$ cat src/verilog/autotest_pkg.sv
package autotest_pkg;

  typedef logic [63:0] block_t;
  typedef logic [79:0] key_t;
  typedef logic [63:0] cycles_t;
  typedef logic [8:0]  offset_t;

  // parsed test vector as read from one SD block
  typedef struct packed {
    logic [31:0] signature;
    block_t      block;
    key_t        key;
    logic        decrypt;
    block_t      expected;
  } test_vector_t;

  typedef struct packed {
    block_t block;
    key_t   key;
    logic   decrypt;
  } uut_in_t;

  typedef struct packed {
    block_t block;
    logic   end_enc;
    logic   end_dec;
  } uut_out_t;

  // byte offsets inside a block, signature is stored msb first
  localparam offset_t SIG_OFS    = 9'd0;
  localparam offset_t BLOCK_OFS  = 9'd4;
  localparam offset_t KEY_OFS    = 9'd12;
  localparam offset_t MODE_OFS   = 9'd22;
  localparam offset_t EXP_OFS    = 9'd23;
  localparam offset_t RESULT_OFS = 9'd31;
  localparam offset_t CYCLES_OFS = 9'd39;

  localparam logic [31:0] VECTOR_SIGNATURE = 32'hAABB_CCDD;

endpackage

$ cat src/verilog/sd_pkg.sv
package sd_pkg;

  localparam int BLOCK_BYTES = 512;

  typedef logic [31:0] block_addr_t;

  // request levels towards the SD/SPI host
  typedef struct packed {
    logic        rst;
    logic        r_block;
    logic        r_byte;
    logic        w_block;
    logic        w_byte;
    block_addr_t addr;
    logic [7:0]  wdata;
  } sd_cmd_t;

  typedef struct packed {
    logic       busy;
    logic [7:0] rdata;
    logic       err;
  } sd_rsp_t;

endpackage

$ cat src/verilog/vector_field_reg.sv
module vector_field_reg #(
  parameter type field_t = logic [63:0]
) (
  input  logic                                 clk,
  input  logic                                 clear_i,
  input  logic                                 we_i,
  input  logic [$clog2($bits(field_t)/8)-1:0]  lane_i,
  input  logic [7:0]                           byte_i,
  output field_t                               value_o
);

  localparam int LANES = $bits(field_t) / 8;

  // lane 0 holds the least significant byte
  logic [LANES-1:0][7:0] bytes_q;

  always_ff @(posedge clk) begin
    if (clear_i) begin
      bytes_q <= '0;
    end else if (we_i) begin
      bytes_q[lane_i] <= byte_i;
    end
  end

  assign value_o = field_t'(bytes_q);

endmodule

$ cat src/verilog/autotest_ctrl.sv
module autotest_ctrl (
  input  logic clk,
  input  logic rst,
  input  logic sd_busy_i,
  input  logic xfer_done_i,
  input  logic sig_ok_i,
  input  logic run_done_i,
  input  logic mismatch_i,
  output logic sd_rst_o,
  output logic start_read_o,
  output logic start_write_o,
  output logic next_block_o,
  output logic clear_vector_o,
  output logic run_o,
  output logic halted_o
);

  typedef enum logic [3:0] {
    S_SD_RST,
    S_SD_WAIT,
    S_LOAD,
    S_READ,
    S_CHECK,
    S_RUN,
    S_DECIDE,
    S_WRITE,
    S_ADVANCE,
    S_HALT
  } state_t;

  state_t state_q;
  state_t state_d;
  logic   mismatch_q;

  always_ff @(posedge clk) begin
    if (rst) begin
      state_q <= S_SD_RST;
    end else begin
      state_q <= state_d;
    end
  end

  // result of the last run, needed one step later
  always_ff @(posedge clk) begin
    if (rst) begin
      mismatch_q <= 1'b0;
    end else if (run_done_i) begin
      mismatch_q <= mismatch_i;
    end
  end

  always_comb begin
    state_d = state_q;
    case (state_q)
      S_SD_RST: begin
        if (sd_busy_i) begin
          state_d = S_SD_WAIT;
        end
      end
      S_SD_WAIT: begin
        if (!sd_busy_i) begin
          state_d = S_LOAD;
        end
      end
      S_LOAD: begin
        state_d = S_READ;
      end
      S_READ: begin
        if (xfer_done_i) begin
          state_d = S_CHECK;
        end
      end
      S_CHECK: begin
        state_d = sig_ok_i ? S_RUN : S_HALT;
      end
      S_RUN: begin
        if (run_done_i) begin
          state_d = S_DECIDE;
        end
      end
      S_DECIDE: begin
        state_d = mismatch_q ? S_WRITE : S_ADVANCE;
      end
      S_WRITE: begin
        if (xfer_done_i) begin
          state_d = S_ADVANCE;
        end
      end
      S_ADVANCE: begin
        state_d = S_LOAD;
      end
      default: begin
        state_d = S_HALT;
      end
    endcase
  end

  // host reset request stays low while the design is in reset
  assign sd_rst_o       = (state_q == S_SD_RST) && !rst;
  assign clear_vector_o = (state_q == S_LOAD);
  assign start_read_o   = (state_q == S_LOAD);
  assign run_o          = (state_q == S_CHECK) && sig_ok_i;
  assign start_write_o  = (state_q == S_DECIDE) && mismatch_q;
  assign next_block_o   = (state_q == S_ADVANCE);
  assign halted_o       = (state_q == S_HALT);

endmodule

$ cat src/verilog/sd_block_sequencer.sv
module sd_block_sequencer
  import sd_pkg::*;
#(
  parameter block_addr_t START_BLOCK = 32'h0010_0000
) (
  input  logic                           clk,
  input  logic                           rst,
  input  logic                           start_read_i,
  input  logic                           start_write_i,
  input  logic                           next_block_i,
  input  sd_rsp_t                        sd_rsp_i,
  input  logic [7:0]                     wr_byte_i,
  output sd_cmd_t                        sd_req_o,
  output logic                           rd_strobe_o,
  output logic [$clog2(BLOCK_BYTES)-1:0] offset_o,
  output logic [7:0]                     rd_byte_o,
  output logic                           xfer_done_o
);

  localparam int OFS_W = $clog2(BLOCK_BYTES);

  typedef enum logic [1:0] {
    S_IDLE,
    S_REQ,
    S_WAIT
  } state_t;

  state_t            state_q;
  logic              write_q;
  logic [OFS_W-1:0]  offset_q;
  block_addr_t       addr_q;
  logic              byte_done;
  logic              last_byte;

  // busy falling ends the current byte
  assign byte_done = (state_q == S_WAIT) && !sd_rsp_i.busy;
  assign last_byte = (offset_q == OFS_W'(BLOCK_BYTES - 1));

  always_ff @(posedge clk) begin
    if (rst) begin
      state_q     <= S_IDLE;
      write_q     <= 1'b0;
      offset_q    <= '0;
      xfer_done_o <= 1'b0;
    end else begin
      xfer_done_o <= byte_done && last_byte;
      case (state_q)
        S_IDLE: begin
          if (start_read_i || start_write_i) begin
            write_q  <= start_write_i;
            offset_q <= '0;
            state_q  <= S_REQ;
          end
        end
        S_REQ: begin
          if (sd_rsp_i.busy) begin
            state_q <= S_WAIT;
          end
        end
        default: begin
          if (byte_done) begin
            offset_q <= offset_q + 1'b1;
            state_q  <= last_byte ? S_IDLE : S_REQ;
          end
        end
      endcase
    end
  end

  always_ff @(posedge clk) begin
    if (rst) begin
      addr_q <= START_BLOCK;
    end else if (next_block_i) begin
      addr_q <= addr_q + 1'b1;
    end
  end

  always_comb begin
    sd_req_o         = '0;
    sd_req_o.addr    = addr_q;
    sd_req_o.wdata   = wr_byte_i;
    sd_req_o.r_block = (state_q != S_IDLE) && !write_q;
    sd_req_o.w_block = (state_q != S_IDLE) && write_q;
    sd_req_o.r_byte  = (state_q == S_REQ) && !write_q;
    sd_req_o.w_byte  = (state_q == S_REQ) && write_q;
  end

  assign rd_strobe_o = byte_done && !write_q;
  assign offset_o    = offset_q;
  assign rd_byte_o   = sd_rsp_i.rdata;

endmodule

$ cat src/verilog/vector_loader.sv
module vector_loader
  import autotest_pkg::*;
(
  input  logic         clk,
  input  logic         rst,
  input  logic         clear_i,
  input  logic         rd_strobe_i,
  input  offset_t      offset_i,
  input  logic [7:0]   rd_byte_i,
  output test_vector_t vector_o,
  output logic         sig_ok_o
);

  logic [3:0][7:0] sig_q;
  logic            mode_q;
  offset_t         rel_sig;
  offset_t         rel_blk;
  offset_t         rel_key;
  offset_t         rel_exp;
  logic            in_sig;
  logic            in_blk;
  logic            in_key;
  logic            in_mode;
  logic            in_exp;
  block_t          blk_val;
  key_t            key_val;
  block_t          exp_val;

  assign rel_sig = offset_i - SIG_OFS;
  assign rel_blk = offset_i - BLOCK_OFS;
  assign rel_key = offset_i - KEY_OFS;
  assign rel_exp = offset_i - EXP_OFS;

  assign in_sig  = (offset_i < BLOCK_OFS);
  assign in_blk  = (offset_i >= BLOCK_OFS) && (offset_i < KEY_OFS);
  assign in_key  = (offset_i >= KEY_OFS) && (offset_i < MODE_OFS);
  assign in_mode = (offset_i == MODE_OFS);
  assign in_exp  = (offset_i >= EXP_OFS) && (offset_i < RESULT_OFS);

  // signature arrives msb first
  always_ff @(posedge clk) begin
    if (rst || clear_i) begin
      sig_q  <= '0;
      mode_q <= 1'b0;
    end else if (rd_strobe_i) begin
      if (in_sig) begin
        sig_q[2'd3 - rel_sig[1:0]] <= rd_byte_i;
      end
      if (in_mode) begin
        mode_q <= rd_byte_i[0];
      end
    end
  end

  vector_field_reg #(.field_t(block_t)) u_block (
    .clk     (clk),
    .clear_i (clear_i),
    .we_i    (rd_strobe_i && in_blk),
    .lane_i  (rel_blk[2:0]),
    .byte_i  (rd_byte_i),
    .value_o (blk_val)
  );

  vector_field_reg #(.field_t(key_t)) u_key (
    .clk     (clk),
    .clear_i (clear_i),
    .we_i    (rd_strobe_i && in_key),
    .lane_i  (rel_key[3:0]),
    .byte_i  (rd_byte_i),
    .value_o (key_val)
  );

  vector_field_reg #(.field_t(block_t)) u_expected (
    .clk     (clk),
    .clear_i (clear_i),
    .we_i    (rd_strobe_i && in_exp),
    .lane_i  (rel_exp[2:0]),
    .byte_i  (rd_byte_i),
    .value_o (exp_val)
  );

  assign vector_o = '{
    signature: sig_q,
    block:     blk_val,
    key:       key_val,
    decrypt:   mode_q,
    expected:  exp_val
  };

  assign sig_ok_o = (sig_q == VECTOR_SIGNATURE);

endmodule

$ cat src/verilog/uut_runner.sv
module uut_runner
  import autotest_pkg::*;
(
  input  logic         clk,
  input  logic         rst,
  input  logic         run_i,
  input  test_vector_t vector_i,
  input  uut_out_t     uut_out_i,
  output uut_in_t      uut_in_o,
  output logic         uut_rst_o,
  output block_t       result_o,
  output cycles_t      cycles_o,
  output logic         done_o,
  output logic         mismatch_o,
  output logic [31:0]  error_count_o
);

  logic    uut_rst_q;
  logic    captured_q;
  logic    running;
  logic    end_flag;
  block_t  result_q;
  cycles_t cycles_q;

  assign uut_in_o = '{
    block:   vector_i.block,
    key:     vector_i.key,
    decrypt: vector_i.decrypt
  };

  // only the flag of the selected mode ends the run
  assign end_flag = vector_i.decrypt ? uut_out_i.end_dec : uut_out_i.end_enc;
  assign running  = !uut_rst_q && !captured_q;

  always_ff @(posedge clk) begin
    if (rst) begin
      uut_rst_q     <= 1'b1;
      captured_q    <= 1'b0;
      done_o        <= 1'b0;
      mismatch_o    <= 1'b0;
      error_count_o <= '0;
    end else begin
      done_o <= 1'b0;
      if (run_i) begin
        uut_rst_q <= 1'b0;
      end else if (running && end_flag) begin
        captured_q <= 1'b1;
      end else if (captured_q) begin
        captured_q <= 1'b0;
        uut_rst_q  <= 1'b1;
        done_o     <= 1'b1;
        mismatch_o <= (result_q != vector_i.expected);
        if (result_q != vector_i.expected) begin
          error_count_o <= error_count_o + 1'b1;
        end
      end
    end
  end

  // count freezes at the capture edge
  always_ff @(posedge clk) begin
    if (run_i) begin
      cycles_q <= '0;
    end else if (running && !end_flag) begin
      cycles_q <= cycles_q + 1'b1;
    end
    if (running && end_flag) begin
      result_q <= uut_out_i.block;
    end
  end

  assign uut_rst_o = uut_rst_q;
  assign result_o  = result_q;
  assign cycles_o  = cycles_q;

endmodule

$ cat src/verilog/report_serializer.sv
module report_serializer
  import autotest_pkg::*;
(
  input  offset_t      offset_i,
  input  test_vector_t vector_i,
  input  block_t       result_i,
  input  cycles_t      cycles_i,
  output logic [7:0]   byte_o
);

  localparam offset_t CYCLES_END = CYCLES_OFS + offset_t'($bits(cycles_t) / 8);

  logic [3:0][7:0] sig_b;
  logic [7:0][7:0] blk_b;
  logic [9:0][7:0] key_b;
  logic [7:0][7:0] exp_b;
  logic [7:0][7:0] res_b;
  logic [7:0][7:0] cyc_b;
  offset_t         rel;

  assign sig_b = vector_i.signature;
  assign blk_b = vector_i.block;
  assign key_b = vector_i.key;
  assign exp_b = vector_i.expected;
  assign res_b = result_i;
  assign cyc_b = cycles_i;

  always_comb begin
    rel    = '0;
    byte_o = 8'h00;
    if (offset_i < BLOCK_OFS) begin
      rel    = offset_i - SIG_OFS;
      byte_o = sig_b[2'd3 - rel[1:0]];
    end else if (offset_i < KEY_OFS) begin
      rel    = offset_i - BLOCK_OFS;
      byte_o = blk_b[rel[2:0]];
    end else if (offset_i < MODE_OFS) begin
      rel    = offset_i - KEY_OFS;
      byte_o = key_b[rel[3:0]];
    end else if (offset_i == MODE_OFS) begin
      byte_o = {7'b0, vector_i.decrypt};
    end else if (offset_i < RESULT_OFS) begin
      rel    = offset_i - EXP_OFS;
      byte_o = exp_b[rel[2:0]];
    end else if (offset_i < CYCLES_OFS) begin
      rel    = offset_i - RESULT_OFS;
      byte_o = res_b[rel[2:0]];
    end else if (offset_i < CYCLES_END) begin
      rel    = offset_i - CYCLES_OFS;
      byte_o = cyc_b[rel[2:0]];
    end
  end

endmodule

$ cat src/verilog/autotest_top.sv
module autotest_top
  import autotest_pkg::*;
  import sd_pkg::*;
#(
  parameter block_addr_t START_BLOCK = 32'h0010_0000
) (
  input  logic        clk,
  input  logic        rst,
  input  sd_rsp_t     sd_rsp_i,
  input  uut_out_t    uut_out_i,
  output sd_cmd_t     sd_cmd_o,
  output uut_in_t     uut_in_o,
  output logic        uut_rst_o,
  output logic [31:0] error_count_o,
  output logic        halted_o
);

  logic         sd_rst;
  logic         start_read;
  logic         start_write;
  logic         next_block;
  logic         clear_vector;
  logic         xfer_done;
  logic         sig_ok;
  logic         run;
  logic         run_done;
  logic         mismatch;
  logic         rd_strobe;
  offset_t      offset;
  logic [7:0]   rd_byte;
  logic [7:0]   wr_byte;
  sd_cmd_t      sd_req;
  test_vector_t vector;
  block_t       result;
  cycles_t      cycles;

  // host reset comes from the controller, everything else from the sequencer
  assign sd_cmd_o = '{
    rst:     sd_rst,
    r_block: sd_req.r_block,
    r_byte:  sd_req.r_byte,
    w_block: sd_req.w_block,
    w_byte:  sd_req.w_byte,
    addr:    sd_req.addr,
    wdata:   sd_req.wdata
  };

  autotest_ctrl u_ctrl (
    .clk            (clk),
    .rst            (rst),
    .sd_busy_i      (sd_rsp_i.busy),
    .xfer_done_i    (xfer_done),
    .sig_ok_i       (sig_ok),
    .run_done_i     (run_done),
    .mismatch_i     (mismatch),
    .sd_rst_o       (sd_rst),
    .start_read_o   (start_read),
    .start_write_o  (start_write),
    .next_block_o   (next_block),
    .clear_vector_o (clear_vector),
    .run_o          (run),
    .halted_o       (halted_o)
  );

  sd_block_sequencer #(
    .START_BLOCK (START_BLOCK)
  ) u_sd_seq (
    .clk           (clk),
    .rst           (rst),
    .start_read_i  (start_read),
    .start_write_i (start_write),
    .next_block_i  (next_block),
    .sd_rsp_i      (sd_rsp_i),
    .wr_byte_i     (wr_byte),
    .sd_req_o      (sd_req),
    .rd_strobe_o   (rd_strobe),
    .offset_o      (offset),
    .rd_byte_o     (rd_byte),
    .xfer_done_o   (xfer_done)
  );

  vector_loader u_loader (
    .clk         (clk),
    .rst         (rst),
    .clear_i     (clear_vector),
    .rd_strobe_i (rd_strobe),
    .offset_i    (offset),
    .rd_byte_i   (rd_byte),
    .vector_o    (vector),
    .sig_ok_o    (sig_ok)
  );

  uut_runner u_runner (
    .clk           (clk),
    .rst           (rst),
    .run_i         (run),
    .vector_i      (vector),
    .uut_out_i     (uut_out_i),
    .uut_in_o      (uut_in_o),
    .uut_rst_o     (uut_rst_o),
    .result_o      (result),
    .cycles_o      (cycles),
    .done_o        (run_done),
    .mismatch_o    (mismatch),
    .error_count_o (error_count_o)
  );

  report_serializer u_report (
    .offset_i (offset),
    .vector_i (vector),
    .result_i (result),
    .cycles_i (cycles),
    .byte_o   (wr_byte)
  );

endmodule

$ cat config.mk
export PLATFORM = sky130hd
export DESIGN_NAME = autotest_top
export DESIGN_NICKNAME = d
export VERILOG_FILES = /design/src/verilog/autotest_pkg.sv /design/src/verilog/sd_pkg.sv /design/src/verilog/vector_field_reg.sv /design/src/verilog/autotest_ctrl.sv /design/src/verilog/sd_block_sequencer.sv /design/src/verilog/vector_loader.sv /design/src/verilog/uut_runner.sv /design/src/verilog/report_serializer.sv /design/src/verilog/autotest_top.sv
export SDC_FILE = /design/constraint.sdc
export NUM_CORES = 1
export LEC_CHECK = 0
export BUFFER_PORTS_ARGS = -buffer_cell sky130_fd_sc_hd__buf_2
export CAP_MARGIN = 20
export CELL_PAD_IN_SITES_DETAIL_PLACEMENT = 1
export CELL_PAD_IN_SITES_GLOBAL_PLACEMENT = 1
export CORE_UTILIZATION = 30
export CTS_BUF_LIST = sky130_fd_sc_hd__clkbuf_4
export CTS_CLUSTER_DIAMETER = 200
export DETAILED_ROUTE_END_ITERATION = 7
export PLACE_DENSITY_LB_ADDON = 0.08
export SLEW_MARGIN = 10
export SYNTH_ARGS = -nofsm -noshare
export SYNTH_HDL_FRONTEND = slang
export SYNTH_SLANG_ARGS = --single-unit
$ cat constraint.sdc
create_clock -name clk -period 6.7 [get_ports clk]
set_input_delay 0 -clock clk [delete_from_list [all_inputs] [get_ports clk]]
set_output_delay 0 -clock clk [all_outputs]
set_load 0.05 [all_outputs]
**Word level (Yosys, flattened, before mapping)**

Index checks and enable logic that the tools add are counted.

- Output and inout port bits: 224
- Bits of input ports: 78
- Word-level logic and storage cells: 200
- Register bits after elaboration: 455

- Equality and inequality tests: 23
- Reductions and logical operators: 47
- Multiplexer cells: 53
- Magnitude comparators: 19
- Bitwise logic cells: 3
- Add/subtract/negate cells: 10

Operators by type and width:

| kind | number |
|---|---|
| $mux W8 | 17 |
| $bwmux W64 | 2 |
| $bmux W8 S3 | 4 |
| $bwmux W80 | 1 |
| $add A32 B1 Y32 const B | 2 |
| $add A64 B1 Y64 const B | 1 |
| $ne A64 B64 Y1 | 1 |
| $demux W8 S3 | 2 |
| $pmux W4 S9 | 1 |
| $bmux W8 S4 | 1 |
| $bwmux W32 | 1 |
| $demux W8 S4 | 1 |
| $eq A32 B32 Y1 const B | 1 |
| $mux W4 | 7 |
| $logic_and A1 B1 Y1 | 23 |
| $lt A9 B5 Y1 const B | 2 |
| $lt A9 B6 Y1 const B | 2 |
| $mux W9 | 2 |
| $pmux W9 S2 | 1 |
| $bmux W8 S2 | 1 |
| $demux W8 S2 | 1 |
| $eq A4 B3 Y1 const B | 4 |
| $lt A3 B4 Y1 const B | 4 |
| $sub A3 B3 Y3 const B | 4 |
| other kinds (37) | 69 |

**Longest topological paths before layout**

- Word-level depth: 10
- Depth in mapped cells: 15
- Gate-level depth less buffers: 8

**Hierarchy**

Synthesis repeated with hierarchy kept, for this count alone.

- Cells, all modules: 2,532
- Area total of the unflattened synthesis: 24,736.2 µm²

Modules (own cells, without submodules):

| module | area an instance (µm²) | instances | cells each | seq. area each (µm²) |
|---|---|---|---|---|
| uut_runner | 8,639.5 | 1 | 874 | 3,923.8 |
| vector_field_reg (u_loader.u_block ...) | 2,605.0 | 2 | 237 | 1,281.2 |
| report_serializer | 3,363.2 | 1 | 419 | 0.0 |
| vector_field_reg (u_loader.u_key) | 3,204.3 | 1 | 286 | 1,601.5 |
| sd_block_sequencer | 2,319.7 | 1 | 267 | 900.9 |
| vector_loader | 1,556.5 | 1 | 158 | 660.6 |
| autotest_ctrl | 435.4 | 1 | 53 | 100.1 |
| autotest_top | 7.5 | 1 | 1 | 0.0 |

**Worst setup path before layout**

No wires, ideal clock.

- Path kind: flip-flop to flip-flop
- From: reg u_runner.uut_rst_q (netlist: u_runner.uut_rst_o)
- To: reg u_runner.result_q[0] (netlist: u_runner.result_o[0]) (enable)
- Library setup time: 0.567 ns
- Slack: 1.147 ns
- Period minus slack after synthesis: 5.553 ns
- Data arrival time: 4.986 ns
- Buffers on the path: 0
- Stages on the path, launching flop included: 2
- Data required time: 6.133 ns
- Path through: dfxtp_1 -> nor3_1

- Cells in the longest elaborated chain, start to end: 3

Ends and longest elaborated chain:

| what | line | RTL |
|---|---|---|
| start: declaration | uut_runner.sv:18 | `logic uut_rst_q;` |
| start signal: assignment | uut_runner.sv:37 | `uut_rst_q <= 1'b1;` |
| start signal: assignment | uut_runner.sv:45 | `uut_rst_q <= 1'b0;` |
| start signal: assignment | uut_runner.sv:50 | `uut_rst_q <= 1'b1;` |
| $logic_not A1 Y1 | uut_runner.sv:33 | `assign running = !uut_rst_q && !captured_q;` |
| $logic_and A1 B1 Y1 | uut_runner.sv:33 |  |
| $logic_and A1 B1 Y1 | uut_runner.sv:67 | `if (running && end_flag) begin` |
| end signal: assignment | uut_runner.sv:68 | `result_q <= uut_out_i.block;` |
| end: declaration | uut_runner.sv:22 | `block_t result_q;` |

No other way between the ends.
A chain may end at the register's enable or synchronous reset.

==> impl_metrics.env <==
export IMPL_first_global_vias=21800
export IMPL_crit_arrival_ns=5.31
export IMPL_worst_r2r_startpoint="u_loader.mode_q$_SDFFE_PP0P_"
export IMPL_final_min_period_over_clock_period_pct=79.2
export IMPL_synth_top_cells_by_area="sky130_fd_sc_hd__dfxtp_1 (33%), sky130_fd_sc_hd__edfxtp_1 (8.2%), sky130_fd_sc_hd__nand2_1 (6.6%)"
export IMPL_routed_wire_length_per_instance_um=23.3
export IMPL_cts_htree_levels=4
export IMPL_power_leakage_nw=11.0
export IMPL_grt_setup_unrepaired="no"
export IMPL_syn_instance_count=2625
export IMPL_reg2reg_depth=7
export IMPL_finalMaxSlewViolations=0
export IMPL_yosysTopAreaCell="sky130_fd_sc_hd__dfxtp_1"
export IMPL_die_y_um=282
export IMPL_placement_io_buffers=300
export IMPL_grt_antenna_before_repair=1
export IMPL_grt_first_pass_wirelength_mm=140
export IMPL_postSynth_topFlopCell="sky130_fd_sc_hd__dfxtp_1"
export IMPL_largest_net_degree_at_the_start_of_global_routing=140
export IMPL_clk_transition_reported_paths_ns=0.06
export IMPL_endpoint="sd_cmd_o[2]"
export IMPL_cp_start_kind="flip-flop"
export IMPL_setup_reg_to_reg_worst_slack_ns=2.52
export IMPL_post_synth_cell_area_avg_um2=8.93
export IMPL_numCtsBuffers=140
export IMPL_remaining_drc_errors=0
export IMPL_max_slew_worst_pin_slew_ns=1.17
export IMPL_clockRootBuffer="sky130_fd_sc_hd__clkbuf_4"
export IMPL_critical_path_class="flip-flop to primary output"
export IMPL_first_pass_drt_iterations=7
export IMPL_globalplace_congestion=0.889
export IMPL_netlist_cell_type_count=89
export IMPL_antenna_violating_nets_post_route=0
export IMPL_synth_seq_area_share_pct=41.6
export IMPL_synth_top_cell_area_share_pct=33.4
export IMPL_postLayoutSetupSlackWorst_ns=1.39
export IMPL_floorplan_die_area_mm2=0.0793
export IMPL_report_final_setup_viol=0
export IMPL_cts_resized=0
export IMPL_power_density_mw_per_mm2=211
export IMPL_skew_ns=0.0658
export IMPL_detailed_place_hpwl_mm=65.5
export IMPL_worst_slack_at_placement_ns=2.29
export IMPL_placement_rows=102
export IMPL_synthArstFlopShare_pct=0
export IMPL_clock_sinks=455
export IMPL_worst_r2r_endpoint="u_runner.cycles_o[61]$_SDFFE_PP0P_"
export IMPL_max_cap_violations=0
export IMPL_vias=21000
export IMPL_max_vdd_ir_drop_v=0.000127
export IMPL_crit_fanout=43
export IMPL_worst_slew_margin_rel_pct=19.7
export IMPL_finalHoldViolations=0
export IMPL_total_neg_setup_slack_ns=0
export IMPL_areaGrowthSynthToFinish_pct=18.7
export IMPL_die_width_um=282
export IMPL_synth_enable_flop_cells=64
export IMPL_tritoncts="done"
export IMPL_crit_start="u_sd_seq.offset_o[1]$_SDFFE_PP0P_"
export IMPL_remaining_overflow_grt=0
export IMPL_worst_hold_path_type="input port to flip-flop"
export IMPL_flops_latches_synth=455
export IMPL_drt_iter0_markers=1263
export IMPL_route_detailed_vias_per_inst=5.16
export IMPL_fp_coreArea_mm2=0.0773
export IMPL_mappedNetlistNets=2714
export IMPL_global_route_usage_total_pct=23.6
export IMPL_layout_min_cycle_time_ns=5.31
export IMPL_clock_path_buffers=3
export IMPL_syn_cell_area_mm2=0.0234
export IMPL_drive_gt1_share_pct=22.4
export IMPL_yosys_warnings=0
export IMPL_critical_path_required_ns=6.70
export IMPL_clk_insertion_delay_late_ns=0.95
export IMPL_final_net_count=3013
export IMPL_timing_critical_path_to_type="primary output"
export IMPL_floorplan_initialDensity_pct=30.3
export IMPL_achievable_frequency_mhz=188
export IMPL_top_level_ports=302
export IMPL_drt_wl_total_mm=94.5
export IMPL_status="finished clean"
## timing repair
action,in CTS,in global routing
setup buffers,0,0
hold buffers,143,0
hold endpoints to repair,391,0
## where the power goes
part,internal (mW),switching [mW]
Clock,1.45,1.31
Combinational,0.111,0.218
Sequential,2.77,0.0159
Total,4.33,1.54
## area by class of cell
cell class | instances | area [um^2]
Multi-Input combinational cell | 1842 | 11900
Fill cell | 9198 | 49500
Clock inverter | 35 | 208
Clock buffer | 201 | 1510
Inverter | 21 | 78.8
Tap cell | 1040 | 1300
Timing Repair Buffer | 464 | 3100
Antenna cell | 2 | 5.00
Sequential cell | 455 | 9760
## metrics by stage
stage	instances	power, mW	hold WS, ns	util [%]	area, um^2
global route	4059	6.14	0.0937	36.0	27800
floorplan	2625	3.00	0.0989	-	23400
CTS	4057	5.97	0.0188	36.0	27800
global placement	3678	3.10	0.180	31.9	24700
detailed placement	3678	3.11	0.178	31.9	24700
finish	4060	5.87	0.0886	36.0	27800
## cells in the final DEF, fill, tap and decap left out, drive strengths merged, types with 14 or more instances in the layout
cell type,instances
nand2,411
dfxtp,391
buf,321
nor2,271
clkbuf,201
a21oi,199
mux2i,155
dlygate4sd3,143
xor2,93
nand3,82
edfxtp,64
nor3,58
xnor2,52
nor4,48
o21ai,45
mux2,42
nand4,41
and3,36
nor2b,35
mux4,34
clkinv,28
inv,23
or3,22
or4,15
a31oi,15
o31ai,14
and4,14
## cell families after synthesis
family | Yosys count | share of synthesized area (%)
xor+xnor | 145 | 5.45
mux | 231 | 11.9
compound gates | 369 | 9.49
simple gates | 1086 | 22.9
buf+inv | 328 | 8.05
flops | 455 | 41.6
fa+ha+maj | 11 | 0.587
## sequential cells by signal, indices dropped and copies added, names as in the netlist
signal / count
u_runner.cycles_o: 64
u_loader.u_expected.value_o: 64
u_runner.error_count_o: 32
u_sd_seq.xfer_done_o: 1
u_loader.vector_o: 32
u_sd_seq.write_q: 1
u_ctrl.state_q: 4
u_ctrl.mismatch_q: 1
u_loader.u_key.value_o: 80
u_loader.u_block.value_o: 64
u_sd_seq.state_q: 2
u_runner.done_o: 1
u_runner.result_o: 64
u_sd_seq.offset_o: 9
u_runner.uut_rst_o: 1
u_runner.mismatch_o: 1
u_runner.captured_q: 1
u_sd_seq.addr_q: 32
u_loader.mode_q: 1
## cells in the mapped netlist, drive strengths merged, types with 4 or more instances
cell type	instances
nor3b	6
nand3	82
a311oi	4
and3	36
o211ai	4
xor2	93
inv	19
and4	14
nor3	58
xnor2	52
o221ai	9
nand4b	4
nand4	41
o31ai	14
buf	221
mux2i	155
o2111ai	6
nand3b	5
o21ai	45
mux2	42
or4	15
nor2	271
clkbuf	86
a221oi	10
or3	22
ha	11
a21oi	199
a211oi	10
mux4	34
o22ai	12
nand2	411
and2	8
a31oi	15
nor4	48
or2	7
edfxtp	64
nand2b	11
dfxtp	391
a22oi	8
nor2b	35
## worst min path at each step
stage          slack (ns)     startpoint                                      end  cells after the start
5_1_grt              0.09   uut_out_i[1]          u_runner.result_o[50]$_DFFE_PP_                      3
3_3_place_gp         0.18  uut_out_i[43]          u_runner.result_o[41]$_DFFE_PP_                      1
4_1_cts              0.02            rst  u_runner.error_count_o[10]$_SDFFE_PP0P_                      3
2_1_floorplan         0.1   uut_out_i[2]           u_runner.result_o[0]$_DFFE_PP_                      0
3_5_place_dp         0.18  uut_out_i[43]          u_runner.result_o[41]$_DFFE_PP_                      1
6_report             0.09   uut_out_i[1]          u_runner.result_o[34]$_DFFE_PP_                      3
## worst max-delay path, stage by stage (launching register included)
cell and delay, ns:
sky130_fd_sc_hd__dfxtp_2 0.77, sky130_fd_sc_hd__clkinv_1 0.53, sky130_fd_sc_hd__ha_2 0.51, sky130_fd_sc_hd__buf_4 0.56, sky130_fd_sc_hd__mux4_2 0.59, sky130_fd_sc_hd__mux2_2 0.29, sky130_fd_sc_hd__a22o_1 0.28, sky130_fd_sc_hd__nor3_1 0.38
sky130_fd_sc_hd__o21ai_0 0.19, sky130_fd_sc_hd__buf_2 0.25
## metal layers
layer  wire length (um)  vias up  global-route usage [%]
li1                   -     9745                       -
met3               4680      150                    4.74
met2              45200      557                    39.1
met1              42100    10500                    30.5
met4               2550        0                    8.21
met5                  0        -                       0
Note: power is estimated with default switching activity, not from simulation.
